$ cat src/rtl/cpu_decode_pkg.sv
package cpu_decode_pkg;

    // datapath and register file geometry
    localparam int xlen       = 32;
    localparam int reg_addr_w = 5;   // 32 architectural registers

    typedef logic [xlen-1:0]       word_t;
    typedef logic [reg_addr_w-1:0] reg_addr_t;

    // operation handed to the execute stage
    typedef enum logic [3:0] {
        alu_nop  = 4'd0,   // inactive value, also used for bubbles
        alu_add  = 4'd1,
        alu_sub  = 4'd2,
        alu_sll  = 4'd3,
        alu_slt  = 4'd4,
        alu_sltu = 4'd5,
        alu_xor  = 4'd6,
        alu_srl  = 4'd7,
        alu_sra  = 4'd8,
        alu_or   = 4'd9,
        alu_and  = 4'd10
    } alu_op_e;

    // memory stage request
    typedef enum logic [1:0] {
        mem_nop   = 2'd0,
        mem_load  = 2'd1,
        mem_store = 2'd2
    } mem_op_e;

    // access width and sign extension for load write-back
    // stores reuse the same encoding to size the bus write
    typedef enum logic [2:0] {
        wb_word          = 3'd0,   // also the inactive value
        wb_byte_signed   = 3'd1,
        wb_half_signed   = 3'd2,
        wb_byte_unsigned = 3'd3,
        wb_half_unsigned = 3'd4
    } wb_type_e;

    // major opcodes, instr[6:0]
    localparam logic [6:0] opc_load   = 7'b000_0011;   // lb lh lw lbu lhu
    localparam logic [6:0] opc_store  = 7'b010_0011;   // sb sh sw
    localparam logic [6:0] opc_op_imm = 7'b001_0011;   // addi .. srai
    localparam logic [6:0] opc_op     = 7'b011_0011;   // add .. and
    localparam logic [6:0] opc_bubble = 7'b000_0000;   // inserted by the pipeline, no effect

endpackage

$ cat src/rtl/instr_capture.sv
`timescale 1ns/10ps

module instr_capture (
    input  logic                      clk,
    input  logic                      rst_n,
    input  cpu_decode_pkg::word_t     instruction,
    input  logic                      instr_valid,
    input  cpu_decode_pkg::reg_addr_t rd_1c,
    input  cpu_decode_pkg::reg_addr_t rd_2c,
    input  cpu_decode_pkg::reg_addr_t rd_3c,
    input  cpu_decode_pkg::word_t     fwd_1c,
    input  cpu_decode_pkg::word_t     fwd_2c,
    input  cpu_decode_pkg::word_t     fwd_3c,
    output cpu_decode_pkg::word_t     instr_q,
    output logic                      valid_q,
    output cpu_decode_pkg::reg_addr_t rd_1c_q,
    output cpu_decode_pkg::reg_addr_t rd_2c_q,
    output cpu_decode_pkg::reg_addr_t rd_3c_q,
    output cpu_decode_pkg::word_t     fwd_1c_q,
    output cpu_decode_pkg::word_t     fwd_2c_q,
    output cpu_decode_pkg::word_t     fwd_3c_q
);
    import cpu_decode_pkg::*;

    localparam word_t bubble_word = {{(xlen-7){1'b0}}, opc_bubble};   // all-zero word

    // strobe and instruction word, idle slots become bubbles so the
    // register file addresses stay quiet between instructions
    always_ff @(posedge clk) begin
        if (!rst_n) begin
            valid_q <= 1'b0;
            instr_q <= bubble_word;
        end else begin
            valid_q <= instr_valid;
            instr_q <= instr_valid ? instruction : bubble_word;
        end
    end

    // hazard snapshot taken on the same edge as the instruction,
    // keeps rd and forward value of each stage paired
    always_ff @(posedge clk) begin
        rd_1c_q  <= rd_1c;
        rd_2c_q  <= rd_2c;
        rd_3c_q  <= rd_3c;
        fwd_1c_q <= fwd_1c;   // combinational alu result of N-1
        fwd_2c_q <= fwd_2c;   // alu output of N-2
        fwd_3c_q <= fwd_3c;   // registered alu result of N-3
    end

endmodule

$ cat src/rtl/operand_forward.sv
`timescale 1ns/10ps

module operand_forward #(
    parameter bit enable_forwarding = 1'b1
) (
    input  cpu_decode_pkg::reg_addr_t src_addr,
    input  cpu_decode_pkg::word_t     rf_data,
    input  cpu_decode_pkg::reg_addr_t rd_1c,
    input  cpu_decode_pkg::reg_addr_t rd_2c,
    input  cpu_decode_pkg::reg_addr_t rd_3c,
    input  cpu_decode_pkg::word_t     fwd_1c,
    input  cpu_decode_pkg::word_t     fwd_2c,
    input  cpu_decode_pkg::word_t     fwd_3c,
    output cpu_decode_pkg::word_t     operand
);

    logic src_live;   // x0 is hardwired, never forwarded
    logic hit_1c, hit_2c, hit_3c;

    assign src_live = enable_forwarding && (src_addr != '0);

    assign hit_1c = src_live && (src_addr == rd_1c);
    assign hit_2c = src_live && (src_addr == rd_2c);
    assign hit_3c = src_live && (src_addr == rd_3c);

    // youngest writer wins, register file only when nothing in flight matches
    always_comb begin
        if (hit_1c) begin
            operand = fwd_1c;
        end else if (hit_2c) begin
            operand = fwd_2c;
        end else if (hit_3c) begin
            operand = fwd_3c;
        end else begin
            operand = rf_data;
        end
    end

endmodule

$ cat src/rtl/instr_decoder.sv
`timescale 1ns/10ps

module instr_decoder (
    input  cpu_decode_pkg::word_t     instr,
    input  cpu_decode_pkg::word_t     rs1_val,     // already forwarded
    input  cpu_decode_pkg::word_t     rs2_val,     // already forwarded
    output cpu_decode_pkg::reg_addr_t rs1_addr,
    output cpu_decode_pkg::reg_addr_t rs2_addr,
    output cpu_decode_pkg::reg_addr_t rd_addr,
    output cpu_decode_pkg::word_t     alu_a,
    output cpu_decode_pkg::word_t     alu_b,
    output cpu_decode_pkg::alu_op_e   alu_op,
    output cpu_decode_pkg::mem_op_e   mem_op,
    output logic                      wb_from_alu,
    output logic                      wb_en,
    output cpu_decode_pkg::wb_type_e  wb_type,
    output cpu_decode_pkg::word_t     store_data,
    output logic                      illegal
);
    import cpu_decode_pkg::*;

    logic [6:0] opcode;
    logic [2:0] funct3;
    logic       alt_bit;   // instr[30], selects sub and sra
    word_t      imm_i;
    word_t      imm_s;
    alu_op_e    arith_op;
    wb_type_e   mem_type;
    logic       a_sel_rs1;
    logic       b_sel_rs2;
    logic       b_sel_imm_i;
    logic       b_sel_imm_s;
    logic       sd_sel_rs2;

    assign opcode  = instr[6:0];
    assign funct3  = instr[14:12];
    assign alt_bit = instr[30];

    // sign extended immediates
    assign imm_i = {{(xlen-12){instr[31]}}, instr[31:20]};
    assign imm_s = {{(xlen-12){instr[31]}}, instr[31:25], instr[11:7]};

    // unknown opcodes and unused funct3 slots
    always_comb begin
        case (opcode)
            opc_load:   illegal = (funct3 == 3'b011) || (funct3[2:1] == 2'b11);
            opc_store:  illegal = funct3[2] || (funct3 == 3'b011);
            opc_op_imm: illegal = 1'b0;   // every funct3 used
            opc_op:     illegal = 1'b0;
            opc_bubble: illegal = 1'b0;
            default:    illegal = 1'b1;
        endcase
    end

    // funct3 map shared by register-immediate and register-register forms
    always_comb begin
        case (funct3)
            3'b000:  arith_op = (opcode == opc_op && alt_bit) ? alu_sub : alu_add;   // addi has no subi
            3'b001:  arith_op = alu_sll;
            3'b010:  arith_op = alu_slt;
            3'b011:  arith_op = alu_sltu;
            3'b100:  arith_op = alu_xor;
            3'b101:  arith_op = alt_bit ? alu_sra : alu_srl;
            3'b110:  arith_op = alu_or;
            default: arith_op = alu_and;
        endcase
    end

    // access size, loads and stores share the low three slots
    always_comb begin
        case (funct3)
            3'b000:  mem_type = wb_byte_signed;
            3'b001:  mem_type = wb_half_signed;
            3'b100:  mem_type = wb_byte_unsigned;
            3'b101:  mem_type = wb_half_unsigned;
            default: mem_type = wb_word;   // lw, sw
        endcase
    end

    // control decode, reads only the instruction so the source
    // addresses never depend on forwarded data
    always_comb begin
        rd_addr     = '0;
        rs1_addr    = '0;
        rs2_addr    = '0;
        alu_op      = alu_nop;
        mem_op      = mem_nop;
        wb_from_alu = 1'b0;
        wb_en       = 1'b0;
        wb_type     = wb_word;
        a_sel_rs1   = 1'b0;
        b_sel_rs2   = 1'b0;
        b_sel_imm_i = 1'b0;
        b_sel_imm_s = 1'b0;
        sd_sel_rs2  = 1'b0;

        if (!illegal) begin
            case (opcode)
                opc_load: begin
                    rd_addr     = instr[11:7];
                    rs1_addr    = instr[19:15];
                    alu_op      = alu_add;   // address = rs1 + imm
                    mem_op      = mem_load;
                    wb_en       = 1'b1;      // data comes back from memory
                    wb_type     = mem_type;
                    a_sel_rs1   = 1'b1;
                    b_sel_imm_i = 1'b1;
                end
                opc_store: begin
                    rs1_addr    = instr[19:15];
                    rs2_addr    = instr[24:20];
                    alu_op      = alu_add;
                    mem_op      = mem_store;
                    wb_type     = mem_type;  // write size
                    a_sel_rs1   = 1'b1;
                    b_sel_imm_s = 1'b1;
                    sd_sel_rs2  = 1'b1;      // rs2 travels as store data
                end
                opc_op_imm: begin
                    rd_addr     = instr[11:7];
                    rs1_addr    = instr[19:15];
                    alu_op      = arith_op;
                    wb_from_alu = 1'b1;
                    wb_en       = 1'b1;
                    a_sel_rs1   = 1'b1;
                    b_sel_imm_i = 1'b1;      // shamt sits in imm[4:0]
                end
                opc_op: begin
                    rd_addr     = instr[11:7];
                    rs1_addr    = instr[19:15];
                    rs2_addr    = instr[24:20];
                    alu_op      = arith_op;
                    wb_from_alu = 1'b1;
                    wb_en       = 1'b1;
                    a_sel_rs1   = 1'b1;
                    b_sel_rs2   = 1'b1;
                end
                default: begin
                    // bubble, defaults already inactive
                end
            endcase
        end
    end

    // operand steering
    assign alu_a = a_sel_rs1 ? rs1_val : '0;

    always_comb begin
        if (b_sel_rs2) begin
            alu_b = rs2_val;
        end else if (b_sel_imm_i) begin
            alu_b = imm_i;
        end else if (b_sel_imm_s) begin
            alu_b = imm_s;
        end else begin
            alu_b = '0;
        end
    end

    assign store_data = sd_sel_rs2 ? rs2_val : '0;

endmodule

$ cat src/rtl/ctrl_register.sv
`timescale 1ns/10ps

module ctrl_register (
    input  logic                      clk,
    input  logic                      rst_n,
    input  logic                      valid_in,
    input  cpu_decode_pkg::reg_addr_t dec_rd_addr,
    input  cpu_decode_pkg::word_t     dec_alu_a,
    input  cpu_decode_pkg::word_t     dec_alu_b,
    input  cpu_decode_pkg::alu_op_e   dec_alu_op,
    input  cpu_decode_pkg::mem_op_e   dec_mem_op,
    input  logic                      dec_wb_from_alu,
    input  logic                      dec_wb_en,
    input  cpu_decode_pkg::wb_type_e  dec_wb_type,
    input  cpu_decode_pkg::word_t     dec_store_data,
    input  logic                      dec_illegal,
    output logic                      ctrl_valid,
    output cpu_decode_pkg::reg_addr_t rd_addr,
    output cpu_decode_pkg::word_t     alu_a,
    output cpu_decode_pkg::word_t     alu_b,
    output cpu_decode_pkg::alu_op_e   alu_op,
    output cpu_decode_pkg::mem_op_e   mem_op,
    output logic                      wb_from_alu,
    output logic                      wb_en,
    output cpu_decode_pkg::wb_type_e  wb_type,
    output cpu_decode_pkg::word_t     store_data,
    output logic                      illegal
);
    import cpu_decode_pkg::*;

    // control fields, an empty slot turns into a null operation
    always_ff @(posedge clk) begin
        if (!rst_n) begin
            ctrl_valid  <= 1'b0;
            rd_addr     <= '0;
            alu_op      <= alu_nop;
            mem_op      <= mem_nop;
            wb_from_alu <= 1'b0;
            wb_en       <= 1'b0;
            wb_type     <= wb_word;
            illegal     <= 1'b0;
        end else begin
            ctrl_valid  <= valid_in;
            rd_addr     <= valid_in ? dec_rd_addr : '0;
            alu_op      <= valid_in ? dec_alu_op : alu_nop;
            mem_op      <= valid_in ? dec_mem_op : mem_nop;
            wb_from_alu <= valid_in && dec_wb_from_alu;
            wb_en       <= valid_in && dec_wb_en;
            wb_type     <= valid_in ? dec_wb_type : wb_word;
            illegal     <= valid_in && dec_illegal;
        end
    end

    // operand words, zeroed in idle slots
    always_ff @(posedge clk) begin
        alu_a      <= valid_in ? dec_alu_a : '0;
        alu_b      <= valid_in ? dec_alu_b : '0;
        store_data <= valid_in ? dec_store_data : '0;
    end

endmodule

$ cat src/rtl/decode_stage.sv
`timescale 1ns/10ps

module decode_stage #(
    parameter bit enable_forwarding = 1'b1
) (
    input  logic                      clk,
    input  logic                      rst_n,
    input  cpu_decode_pkg::word_t     instruction,
    input  logic                      instr_valid,
    input  cpu_decode_pkg::reg_addr_t rd_1c,
    input  cpu_decode_pkg::reg_addr_t rd_2c,
    input  cpu_decode_pkg::reg_addr_t rd_3c,
    input  cpu_decode_pkg::word_t     fwd_1c,
    input  cpu_decode_pkg::word_t     fwd_2c,
    input  cpu_decode_pkg::word_t     fwd_3c,
    input  cpu_decode_pkg::word_t     rs1_data,   // register file, same cycle
    input  cpu_decode_pkg::word_t     rs2_data,
    output cpu_decode_pkg::reg_addr_t rs1_addr,
    output cpu_decode_pkg::reg_addr_t rs2_addr,
    output logic                      ctrl_valid,
    output cpu_decode_pkg::reg_addr_t rd_addr,
    output cpu_decode_pkg::word_t     alu_a,
    output cpu_decode_pkg::word_t     alu_b,
    output cpu_decode_pkg::alu_op_e   alu_op,
    output cpu_decode_pkg::mem_op_e   mem_op,
    output logic                      wb_from_alu,
    output logic                      wb_en,
    output cpu_decode_pkg::wb_type_e  wb_type,
    output cpu_decode_pkg::word_t     store_data,
    output logic                      illegal
);
    import cpu_decode_pkg::*;

    // captured instruction and hazard snapshot
    word_t     instr_q;
    logic      valid_q;
    reg_addr_t rd_1c_q, rd_2c_q, rd_3c_q;
    word_t     fwd_1c_q, fwd_2c_q, fwd_3c_q;

    word_t     rs1_fwd, rs2_fwd;   // forwarded source operands

    // decoder outputs into the output register
    reg_addr_t dec_rd_addr;
    word_t     dec_alu_a, dec_alu_b, dec_store_data;
    alu_op_e   dec_alu_op;
    mem_op_e   dec_mem_op;
    logic      dec_wb_from_alu, dec_wb_en, dec_illegal;
    wb_type_e  dec_wb_type;

    instr_capture instr_capture_i (
        .clk, .rst_n, .instruction, .instr_valid,
        .rd_1c, .rd_2c, .rd_3c,
        .fwd_1c, .fwd_2c, .fwd_3c,
        .instr_q, .valid_q,
        .rd_1c_q, .rd_2c_q, .rd_3c_q,
        .fwd_1c_q, .fwd_2c_q, .fwd_3c_q
    );

    // one forwarder per source port
    operand_forward #(.enable_forwarding(enable_forwarding)) rs1_forward_i (
        .src_addr(rs1_addr), .rf_data(rs1_data),
        .rd_1c(rd_1c_q), .rd_2c(rd_2c_q), .rd_3c(rd_3c_q),
        .fwd_1c(fwd_1c_q), .fwd_2c(fwd_2c_q), .fwd_3c(fwd_3c_q),
        .operand(rs1_fwd)
    );

    operand_forward #(.enable_forwarding(enable_forwarding)) rs2_forward_i (
        .src_addr(rs2_addr), .rf_data(rs2_data),
        .rd_1c(rd_1c_q), .rd_2c(rd_2c_q), .rd_3c(rd_3c_q),
        .fwd_1c(fwd_1c_q), .fwd_2c(fwd_2c_q), .fwd_3c(fwd_3c_q),
        .operand(rs2_fwd)
    );

    instr_decoder instr_decoder_i (
        .instr(instr_q), .rs1_val(rs1_fwd), .rs2_val(rs2_fwd),
        .rs1_addr, .rs2_addr,
        .rd_addr(dec_rd_addr), .alu_a(dec_alu_a), .alu_b(dec_alu_b),
        .alu_op(dec_alu_op), .mem_op(dec_mem_op),
        .wb_from_alu(dec_wb_from_alu), .wb_en(dec_wb_en), .wb_type(dec_wb_type),
        .store_data(dec_store_data), .illegal(dec_illegal)
    );

    ctrl_register ctrl_register_i (
        .clk, .rst_n, .valid_in(valid_q),
        .dec_rd_addr, .dec_alu_a, .dec_alu_b, .dec_alu_op, .dec_mem_op,
        .dec_wb_from_alu, .dec_wb_en, .dec_wb_type, .dec_store_data, .dec_illegal,
        .ctrl_valid, .rd_addr, .alu_a, .alu_b, .alu_op, .mem_op,
        .wb_from_alu, .wb_en, .wb_type, .store_data, .illegal
    );

endmodule

$ cat config.mk
export PLATFORM = sky130hd
export DESIGN_NAME = decode_stage
export DESIGN_NICKNAME = d
export VERILOG_FILES = /design/src/rtl/cpu_decode_pkg.sv /design/src/rtl/instr_capture.sv /design/src/rtl/operand_forward.sv /design/src/rtl/instr_decoder.sv /design/src/rtl/ctrl_register.sv /design/src/rtl/decode_stage.sv
export SDC_FILE = /design/constraint.sdc
export NUM_CORES = 1
export LEC_CHECK = 0
export BUFFER_PORTS_ARGS = -buffer_cell sky130_fd_sc_hd__buf_4
export CAP_MARGIN = 40
export CORE_MARGIN = 2
export CORE_UTILIZATION = 29
export DETAILED_ROUTE_END_ITERATION = 8
export PLACE_DENSITY = 0.63
export SLEW_MARGIN = 20
export SYNTH_ARGS = -nofsm -noshare
export SYNTH_HDL_FRONTEND = slang
export SYNTH_SLANG_ARGS = --single-unit
export TNS_END_PERCENT = 5
$ cat constraint.sdc
create_clock -name clk -period 5.2 [get_ports clk]
set_clock_uncertainty 0.2 [all_clocks]
set_input_delay 0.78 -clock clk [delete_from_list [all_inputs] [get_ports clk]]
set_output_delay 0.78 -clock clk [all_outputs]
set_load 0.05 [all_outputs]
==> flow_metrics.py <==
metrics = {
    "sta": {
        "slew_violations": 0,
        "relSlewSlack_pct": 42.6,
        "rsz0062_at_grt": "false",
        "period_needed_ps": 3820,
        "hold_viol_final": 0,
        "fmax_mhz": 262,
        "finalSetupViolations": 0,
        "worst_pin_slew_ps": 858,
        "fin_crit_sh_pct": 73.4,
        "setup_tns_ps": 0,
        "fin_ws_ps": 1380,
    },
    "detailed_routing": {
        "drt-vias-per-instance": 5.09,
        "dr_total_vias": 8894,
        "wl_per_cell_um": 21.0,
        "top_layer": "met5",
        "drt-total-wl_um": 36600,
        "wl_met2_um": 17700,
        "drc": 0,
        "wl_met3_um": 3230,
        "first_pass_iters": 7,
        "drt-met1-wl_um": 14900,
        "drt_iter0_drc": 717,
        "final_antenna_net_count": 0,
    },
    "pwr": {
        "sequentialPowerShare_pct": 47.3,
        "power_density_nw_per_um2": 328,
        "total_power_mw": 4.43,
        "power_frac_clock_pct": 47.3,
        "internal_power_mw": 3.45,
        "vdd_drop_max_uv": 224,
        "power.switching_mw": 0.980,
        "p_leak_nw": 5.83,
        "swShare_pct": 22.1,
        "pwr-share-comb_pct": 5.4,
    },
    "logic_synthesis": {
        "synth.area.top_cells": "dfxtp_1 54%, and3_1 4.3%, o31ai_1 4.0%",
        "synth_edf_count": 0,
        "yosysWarningCount": 0,
        "synth_top_cell_by_area": "dfxtp_1",
        "yosysTopAreaCellShare_pct": 54.1,
        "synth.most_common_cell": "dfxtp_1",
        "ys_seq_area_share_pct": 54.1,
        "synthCells": 978,
        "syn_nets": 1188,
        "synthFlopType": "dfxtp_1",
        "synth_area_per_cell_um2": 9.76,
        "synthTopCellsByCount": "258 x dfxtp_1, 67 x a21oi_1, 66 x and3_1",
        "synthArstFlopShare_pct": 0,
        "syn-cell-area_um2": 9540,
        "ys_types": 58,
        "ys_seq_elements": 258,
    },
    "setup_path": {
        "crit_path_end_kind": "flop",
        "arrival_ps": 4060,
        "critPathLaunchType": "flop",
        "crit_type": "flop to flop",
        "required_ps": 5450,
        "critPathMaxFanout": 29,
    },
    "floorplanning": {
        "initial_utilization_pct": 29.4,
        "fp-row-count": 66,
        "die-area_um2": 34400,
        "die_x_um": 185,
        "die_h_um": 185,
        "io_pins": 334,
        "core_um2": 32500,
    },
    "finish": {
        "drive_gt1_share_pct": 32.5,
        "antenna-diode-count": 0,
        "syn2layout_area_growth_pct": 41.2,
        "final_nets": 1494,
    },
    "clock_tree": {
        "hold_buffers": 0,
        "clkLatencyLatePin_ps": 550,
        "clk_pin_slew_worst_paths_ps": 70,
        "h-tree-depth": 1,
        "cts_resized": 0,
        "cts_tree": "built",
        "cts.root.buffer_cell": "clkbuf_16",
        "numCtsBuffers": 29,
        "cts_sinks": 258,
        "cts_setup_buffers": 0,
        "clockBufferDepth": 3,
    },
    "flow_run": {
        "maxCapViolCount": 0,
    },
    "global_route": {
        "grt_pass1_wl_um": 53400,
        "grt_pass1_vias": 9002,
        "antenna_found_initial": 1,
        "grt_overflow": 0,
        "grt_max_degree": 57,
        "grt_util_all_layers_pct": 20.4,
    },
    "outcome": {
        "status": "finished, final reports clean",
    },
    "place": {
        "routabilityCongestion": 0.868,
        "place_hpwl_um": 26200,
        "dp_slack_ps": 1400,
        "port_buffers": 333,
    },
    "worst_hold_path": {
        "hold_path_class": "input pin to flop",
    },
}
-- flip-flops by register name, summed over array words and instances, names as in the netlist, 32 cells and up --
register / cells
ctrl_register_i.alu_a: 32
ctrl_register_i.alu_b: 32
ctrl_register_i.store_data: 32
instr_capture_i.fwd_1c_q: 32
instr_capture_i.fwd_2c_q: 32
instr_capture_i.fwd_3c_q: 32
instr_capture_i.instr_q: 32
-- per-stage QoR --
stage	cell area (um2)	util [%]	std cells	hold slack, ps
2_1_floorplan	9540	-	978	230
3_3_place_gp	12300	38.0	1686	258
3_5_place_dp	12500	38.5	1695	261
4_1_cts	13500	41.5	1747	108
5_1_grt	13500	41.5	1747	106
6_report	13500	41.5	1747	132
-- cells by family (layout without fill, tap and decap cells) --
group                  Yosys count  after routing  synth area share, %
XOR/XNOR                        19             19                 1.74
buffers and inverters          110            437                 5.05
AO/OA/AOI/OAI                  307            307                 21.4
AND/OR/NAND/NOR                251            251                 14.3
flip-flops                     258            258                 54.1
multiplexers                    33             33                 3.47
-- power groups by stage --
stage	clock [mW]	sequential, mW	combinational, mW
after CTS	2.13	2.09	0.242
after detailed placement	0	2.14	0.240
final	2.09	2.09	0.240
after global placement	0	2.14	0.236
after global routing	2.22	2.10	0.260
after floorplan	0	2.11	0.0947
-- path summary, 6_finish.rpt --
check	from	to	slack, ps	cells after the start
setup / recovery	instr_capture_i.instr_q[2]	ctrl_register_i.alu_b[12]	1380	8
hold reg to reg	instr_capture_i.fwd_1c_q[12]	ctrl_register_i.store_data[12]	270	2
hold / removal	fwd_1c[14]	instr_capture_i.fwd_1c_q[14]	130	1
setup reg to reg	instr_capture_i.instr_q[2]	ctrl_register_i.alu_b[12]	1380	8
-- critical path, cell delays in order (launching register included) --
cell	delay [ps]
dfxtp_1	310
and4bb_1	470
nand2_4	150
nor3_4	430
o2111a_2	830
and3_2	710
buf_16	230
nor3_1	80
o31ai_1	280
-- layer usage --
metal | GRT usage, % | vias up
met5 | 0 | -
met4 | 5.62 | 2
met3 | 4.64 | 64
met2 | 35.7 | 440
met1 | 25.1 | 4227
li1 | - | 4161
-- cell type report --
| cell class | count | area [um2] |
|---|---|---|
| Sequential cell | 258 | 5160 |
| Multi-Input combinational cell | 610 | 3930 |
| Fill cell | 3244 | 19000 |
| Timing Repair Buffer | 352 | 2720 |
| Inverter | 33 | 124 |
| Tap cell | 442 | 553 |
| Clock inverter | 14 | 151 |
| Clock buffer | 38 | 830 |
-- cell usage in the layout, fill, tap and decap left out, types with 3 or more instances in the layout --
cell type / count
o21ai_0: 47
and3_1: 63
clkinv_2: 9
a211oi_1: 5
a311o_1: 7
xnor2_1: 8
o22ai_1: 8
inv_1: 33
nor3_1: 38
a21oi_1: 67
a22o_1: 6
nor4bb_1: 4
nand3_1: 13
a31oi_1: 32
dfxtp_1: 258
clkbuf_8: 7
mux2i_1: 32
o21ai_1: 4
nand2_1: 45
bufinv_16: 3
nand3b_1: 3
buf_4: 345
a21boi_1: 11
a21boi_0: 15
a22oi_1: 37
o31ai_1: 51
buf_16: 3
nand4_1: 6
and3_2: 3
nor2_1: 40
clkbuf_16: 29
or2_2: 4
o211ai_1: 3
and2_1: 14
xor2_1: 11
Note: power is estimated with default switching activity, not from simulation.
